$ cat src/irq_pkg.sv
package irq_pkg;

	// Sizes
	localparam int irq_count = 8;			// Interrupt sources
	localparam int irq_idx_w = 3;			// Source index width

	// Register map on the CPU data bus
	localparam logic [15:0] ie_addr = 16'hffff;		// Interrupt enable
	localparam logic [15:0] if_addr = 16'hff0f;		// Interrupt flags

	// Vector of source 0 with later vectors 8 bytes apart
	localparam logic [7:0] vector_base = 8'h40;

	// Returned for reads outside IE and IF
	localparam logic [7:0] unmapped_read = 8'hff;

	// CPU bus request for one transfer
	typedef struct packed {
		logic [15:0] addr;		// Byte address
		logic [7:0]  wdata;		// Write data
		logic        wr;		// Write strobe
		logic        rd;		// Read strobe
	} irq_bus_req_t;

	// Register access selects
	typedef struct packed {
		logic ie_wr;
		logic if_wr;
		logic ie_rd;
		logic if_rd;
	} irq_sel_t;

	// Arbiter result
	typedef struct packed {
		logic                 valid;		// Dispatch granted this cycle
		logic [irq_idx_w-1:0] index;		// Winning source
	} irq_grant_t;

endpackage

$ cat src/irq_reg_decode.sv
module irq_reg_decode
	import irq_pkg::*;
(
	input  irq_bus_req_t bus_req,
	output irq_sel_t     sel
);

	logic ie_hit;		// Address matches IE
	logic if_hit;		// Address matches IF

	// Full 16-bit compare against each register address
	assign ie_hit = (bus_req.addr == ie_addr);
	assign if_hit = (bus_req.addr == if_addr);

	// Qualify hits with the strobes
	always_comb begin
		sel = '0;
		if (bus_req.wr) begin
			sel.ie_wr = ie_hit;
			sel.if_wr = if_hit;
		end
		if (bus_req.rd) begin
			sel.ie_rd = ie_hit;
			sel.if_rd = if_hit;
		end
	end

endmodule

$ cat src/irq_flag_bank.sv
module irq_flag_bank
	import irq_pkg::*;
(
	input  logic                 clk,
	input  logic                 arst_n,
	input  irq_sel_t             sel,
	input  logic [7:0]           wdata,
	input  logic [irq_count-1:0] irq_trig,
	input  irq_grant_t           grant,
	output logic [irq_count-1:0] ie_q,
	output logic [irq_count-1:0] if_q,
	output logic [irq_count-1:0] pending
);

	logic [irq_count-1:0] trig_q;		// Trigger levels at previous edge
	logic [irq_count-1:0] trig_rise;	// Low to high since last edge
	logic [irq_count-1:0] clr_mask;	// One-hot of the granted source
	logic [irq_count-1:0] if_d;		// Next flag value

	assign trig_rise = irq_trig & ~trig_q;

	// Only the granted flag is cleared
	always_comb begin
		clr_mask = '0;
		if (grant.valid)
			clr_mask[grant.index] = 1'b1;
	end

	// Write first, then clear, then set
	always_comb begin
		if_d = sel.if_wr ? wdata : if_q;
		if_d = if_d & ~clr_mask;
		if_d = if_d | trig_rise;		// New trigger beats clear and write
	end

	// Trigger history
	always_ff @(posedge clk or negedge arst_n) begin
		if (!arst_n)
			trig_q <= '0;
		else
			trig_q <= irq_trig;
	end

	// Enable register
	always_ff @(posedge clk or negedge arst_n) begin
		if (!arst_n)
			ie_q <= '0;
		else if (sel.ie_wr)
			ie_q <= wdata;
	end

	// Flag register
	always_ff @(posedge clk or negedge arst_n) begin
		if (!arst_n)
			if_q <= '0;
		else
			if_q <= if_d;
	end

	// Sources that are both flagged and enabled
	assign pending = ie_q & if_q;

endmodule

$ cat src/irq_priority_arbiter.sv
module irq_priority_arbiter
	import irq_pkg::*;
(
	input  logic [irq_count-1:0] pending,
	input  logic                 ime,
	input  logic                 dispatch_req,
	output irq_grant_t           grant,
	output logic                 irq_pending
);

	logic                 any_pending;		// At least one source ready
	logic [irq_idx_w-1:0] low_idx;		// Lowest set bit

	assign any_pending = |pending;

	// Scan from the top so the lowest index ends up winning
	always_comb begin
		low_idx = '0;
		for (int i = irq_count - 1; i >= 0; i--) begin
			if (pending[i])
				low_idx = irq_idx_w'(i);
		end
	end

	// Dispatch only at an instruction boundary with IME set
	always_comb begin
		grant.valid = dispatch_req & ime & any_pending;
		grant.index = low_idx;
	end

	// Wake for halt does not care about IME
	assign irq_pending = any_pending;

endmodule

$ cat src/irq_result_stage.sv
module irq_result_stage
	import irq_pkg::*;
(
	input  logic                 clk,
	input  logic                 arst_n,
	input  irq_sel_t             sel,
	input  logic                 rd,
	input  logic [irq_count-1:0] ie_q,
	input  logic [irq_count-1:0] if_q,
	input  irq_grant_t           grant,
	output logic [7:0]           rdata,
	output logic [irq_count-1:0] irq_ack,
	output logic [7:0]           irq_vector
);

	logic [7:0]           rdata_d;		// Read mux
	logic [irq_count-1:0] ack_d;		// One-hot of the grant
	logic [7:0]           vector_d;		// Vector for the grant

	// Read from neither register falls through to unmapped
	always_comb begin
		if (sel.ie_rd)
			rdata_d = ie_q;
		else if (sel.if_rd)
			rdata_d = if_q;
		else
			rdata_d = unmapped_read;
	end

	always_comb begin
		ack_d = '0;
		if (grant.valid)
			ack_d[grant.index] = 1'b1;
	end

	// Base plus index times eight
	assign vector_d = vector_base + {2'b00, grant.index, 3'b000};

	// Read data holds until the next read
	always_ff @(posedge clk or negedge arst_n) begin
		if (!arst_n)
			rdata <= '0;
		else if (rd)
			rdata <= rdata_d;
	end

	// Acknowledge is a single-cycle pulse
	always_ff @(posedge clk or negedge arst_n) begin
		if (!arst_n)
			irq_ack <= '0;
		else
			irq_ack <= ack_d;
	end

	// Vector keeps its value between dispatches
	always_ff @(posedge clk or negedge arst_n) begin
		if (!arst_n)
			irq_vector <= '0;
		else if (grant.valid)
			irq_vector <= vector_d;
	end

endmodule

$ cat src/irq_ctrl_top.sv
module irq_ctrl_top
	import irq_pkg::*;
(
	input  logic                 clk,
	input  logic                 arst_n,
	input  irq_bus_req_t         bus_req,
	input  logic [irq_count-1:0] irq_trig,
	input  logic                 ime,
	input  logic                 dispatch_req,
	output logic [7:0]           rdata,
	output logic                 irq_pending,
	output logic [irq_count-1:0] irq_ack,
	output logic [7:0]           irq_vector
);

	irq_sel_t             sel;		// Register selects
	logic [irq_count-1:0] ie_q;
	logic [irq_count-1:0] if_q;
	logic [irq_count-1:0] pending;		// IE and IF
	irq_grant_t           grant;

	irq_reg_decode u_decode (
		.bus_req (bus_req),
		.sel     (sel)
	);

	irq_flag_bank u_flag_bank (
		.clk      (clk),
		.arst_n   (arst_n),
		.sel      (sel),
		.wdata    (bus_req.wdata),
		.irq_trig (irq_trig),
		.grant    (grant),
		.ie_q     (ie_q),
		.if_q     (if_q),
		.pending  (pending)
	);

	irq_priority_arbiter u_arbiter (
		.pending      (pending),
		.ime          (ime),
		.dispatch_req (dispatch_req),
		.grant        (grant),
		.irq_pending  (irq_pending)
	);

	irq_result_stage u_result (
		.clk        (clk),
		.arst_n     (arst_n),
		.sel        (sel),
		.rd         (bus_req.rd),
		.ie_q       (ie_q),
		.if_q       (if_q),
		.grant      (grant),
		.rdata      (rdata),
		.irq_ack    (irq_ack),
		.irq_vector (irq_vector)
	);

endmodule

$ cat config.mk
export PLATFORM = sky130hd
export DESIGN_NAME = irq_ctrl_top
export DESIGN_NICKNAME = d
export VERILOG_FILES = /design/src/irq_pkg.sv /design/src/irq_reg_decode.sv /design/src/irq_flag_bank.sv /design/src/irq_priority_arbiter.sv /design/src/irq_result_stage.sv /design/src/irq_ctrl_top.sv
export SDC_FILE = /design/constraint.sdc
export NUM_CORES = 1
export LEC_CHECK = 0
export BUFFER_PORTS_ARGS = -buffer_cell sky130_fd_sc_hd__buf_4
export CORE_MARGIN = 8
export CORE_UTILIZATION = 45
export CTS_CLUSTER_SIZE = 10
export DETAILED_ROUTE_END_ITERATION = 6
export GPL_TIMING_DRIVEN = 0
export PLACE_DENSITY = 0.73
export RECOVER_POWER = 50
export SYNTH_ARGS = -nofsm -noshare
export SYNTH_HDL_FRONTEND = slang
export SYNTH_SLANG_ARGS = --single-unit
$ cat constraint.sdc
create_clock -name clk -period 3.3 [get_ports clk]
set_input_delay 0.33 -clock clk [delete_from_list [all_inputs] [get_ports clk]]
set_output_delay 0.33 -clock clk [all_outputs]
set_load 0.01 [all_outputs]
==> impl_metrics.csv <==
group,metric,value,unit
global_routing,grtUsageTotal,14.2,%
power_and_ir_drop,power,1010,uW
sta,max_freq,504,MHz
worst_hold_path,hp-class,"input pin to register",
sta,setup_viol,0,
synthesis,netlist_area,1820,sq um
floorplan,die_area,6330,sq um
sta,skew,0.00506,ns
floorplan,die_h,79.6,microns
global_routing,grt_max_degree,45,
worst_setup_path,rrSetupSlack,1.55,ns
run_status,violations,"capacitance limit, slew limit",
clock_network,clk_path_buf_depth,2,
placed_design,gp_congestion,0.824,
routing,post_drt_via_cell_ratio,5.06,
routing,drc,0,
floorplan,io-pin-count,63,
worst_setup_path,path_max_fanout,44,
clock_network,ctsHoldBuffers,0,
synthesis,synth.avg_cell_area,11.4,sq um
layout,antenna_cells,0,
run_status,status,"finished, violations left",
worst_setup_path,required,3.25,ns
sta,maxSlewViolCount,45,
synthesis,synth_area_leaders,"dfrtp_1 (61%), o22ai_1 (5.5%), nor2_1 (5.2%), mux2_2 (5.0%), mux2i_1 (4.4%)",
synthesis,synthDistinctLibCells,30,
layout,post_route_cells_drive_above_1_share,37.0,%
clock_network,cts_root_buf,"clkbuf_8",
global_routing,grt_pass1_vias,1475,
layout,seq_area,1100,sq um
floorplan,initial_utilization,46.1,%
layout,area_growth,33.3,%
routing,routed_wl,4.26,mm
layout,fin_cells,277,
worst_setup_path,critPathSlowestCell,"clkbuf_1",
clock_network,clk_latency,0.30,ns
worst_setup_path,cp.arrival,1.93,ns
floorplan,rows,23,
routing,drt_pass1_iterations,4,
worst_setup_path,max_stage_delay,1.58,ns
routing,routedWlPerCell,15.4,microns
synthesis,synth.largest_area_cell,"dfrtp_1",
clock_network,postCtsSetupRepairBufs,0,
clock_network,cts_resized,0,
synthesis,synth_seq_cells,44,
clock_network,cts_tree,"built",
placed_design,io_buffers,57,
worst_setup_path,worst_setup_path_end_kind,"asynchronous set/reset pin",
sta,tightest_slew,2.26,ns
placed_design,dp_cells,269,
clock_network,clk_pin_slew,0.08,ns
power_and_ir_drop,p_per_area,418,nW/um^2
synthesis,synth_top_area_share,60.5,%
clock_network,htree_num_levels,2,
global_routing,antenna_found_initial,0,
global_routing,grt-ovfl-total,0,
sta,rsz0062_at_grt,"no",
clock_network,numCtsBuffers,5,
routing,postRouteAntennaNets,0,
worst_setup_path,critical_path_buf_inv_count,1,
worst_setup_path,path_class,"input pin to asynchronous set/reset pin",
placed_design,post_dp_cell_area,2320,sq um
layout,final_nets,264,
worst_setup_path,cp_cell_sequence,"clkbuf_1",
clock_network,cts.sinks,44,
placed_design,hpwlAfterDp,3.20,mm
power_and_ir_drop,leakagePower,0.00120,uW
job,cap_viol_max_count,1,
worst_setup_path,critical-path-top-delay-family,"buffers and inverters",
layout,fin_area,2420,sq um
synthesis,yosysSeqAreaShare,60.5,%
global_routing,grt_pass1_wl,7.01,mm
sta,tns,0,ns
layout,fillers,352,
routing,drt_first_iter_violations,88,
sta,hold_viol,0,
routing,route.vias.total,1402,
layout,multi_input_area,658,sq um
power_and_ir_drop,peakVddDrop,358,uV
synthesis,syn_inst,159,
sta,slew-limit-headroom,-50.5,%
floorplan,die_w,79.6,microns
worst_setup_path,crit_path_start_kind,"input pin",
sta,period_share,60.2,%
floorplan,coreArea,3940,sq um
synthesis,synth_warnings,0,
sta,min_period,1.99,ns
-- per-stage QoR --
stage	setup slack, ns	hold WS [ns]	utilization, %
after global placement	1.48	0.353	58.9
after global routing	0.800	0.152	61.5
after CTS	1.47	0.0310	61.6
after floorplan	1.71	0.0344	-
final	1.31	0.165	61.5
after detailed placement	1.44	0.353	58.9
-- final cells by class --
type	count	share of cell area, %
multi-input cells	103	27.1
clock inverters	2	1.44
repair buffers	57	17.5
well taps	50	2.58
clock buffers	6	2.99
inverters	10	1.55
flip-flops and latches	44	45.4
plain buffers	5	1.39
-- synth_stat cells --
cell type	n
a21oi_1	3
a22o_1	1
a22oi_1	2
a22oi_2	1
a31o_2	1
a31oi_1	2
a32o_1	2
and2_1	2
buf_4	4
clkbuf_1	1
conb_1	1
dfrtp_1	44
inv_1	10
mux2_2	8
mux2i_1	8
nand2_1	9
nand2_2	1
nand3_1	2
nand4_1	5
nor2_1	25
nor2_2	2
nor2b_4	1
nor3_1	1
nor3_2	1
o22a_1	2
o22ai_1	16
or2_2	1
or3_1	1
or4_1	1
or4b_4	1
-- report_power, final --
| group | switching [uW] | leakage, uW | internal, uW |
|---|---|---|---|
| Sequential | 2.86 | 0.000509 | 546 |
| Clock | 173 | 0.0000552 | 224 |
| Combinational | 30.2 | 0.000634 | 35.8 |
| Total | 206 | 0.00120 | 806 |
-- state kept, by name, indices dropped and copies added (netlist names) --
| register | flops |
|---|---|
| u_result.irq_ack | 8 |
| u_flag_bank.if_q | 8 |
| u_flag_bank.trig_q | 8 |
| u_flag_bank.ie_q | 8 |
| u_result.irq_vector | 4 |
| u_result.rdata | 8 |
-- layer usage --
| metal | global-route usage (%) | vias up | part of all wire (%) |
|---|---|---|---|
| li1 | - | 693 | - |
| met1 | 16.2 | 658 | 43 |
| met2 | 22.8 | 46 | 46 |
| met3 | 6.42 | 5 | 9.8 |
| met4 | 5.00 | 0 | 1.3 |
| met5 | 0 | - | 0 |
-- logic make-up (layout without fill, tap and decap cells) --
family,after synthesis,in the layout,share of synthesized area [%]
AO/OA/AOI/OAI,30,30,11.6
buffers and inverters,15,80,3.92
flip-flops,44,44,60.5
multiplexers,16,16,9.35
other,1,4,0.206
AND/OR/NAND/NOR,53,53,14.4
-- final timing paths --
kind | cells after the start | end | from
setup / recovery | 1 | u_flag_bank.ie_q[4]$_DFFE_PN0P_ | arst_n
hold / removal | 1 | u_flag_bank.trig_q[3]$_DFF_PN0_ | irq_trig[3]
setup reg to reg | 5 | u_flag_bank.if_q[6]$_DFF_PN0_ | u_flag_bank.if_q[1]$_DFF_PN0_
hold reg to reg | 1 | u_flag_bank.if_q[7]$_DFF_PN0_ | u_flag_bank.trig_q[7]$_DFF_PN0_
max in group clk | 4 | irq_pending | u_flag_bank.if_q[1]$_DFF_PN0_
min in group asynchronous | 1 | u_flag_bank.if_q[0]$_DFF_PN0_ | arst_n
-- layout by cell type (no fill, tap or decap), drive strengths merged, types with 3 or more instances in the layout --
cell type / Yosys / layout
conb: 1 / 4
inv: 10 / 10
dfrtp: 44 / 44
a22oi: 3 / 3
nand4: 5 / 5
mux2i: 8 / 8
nand2: 10 / 10
o22ai: 16 / 16
mux2: 8 / 8
a21oi: 3 / 3
clkbuf: 1 / 16
buf: 4 / 52
nor2: 27 / 27
(Power assumes the default switching activity.)
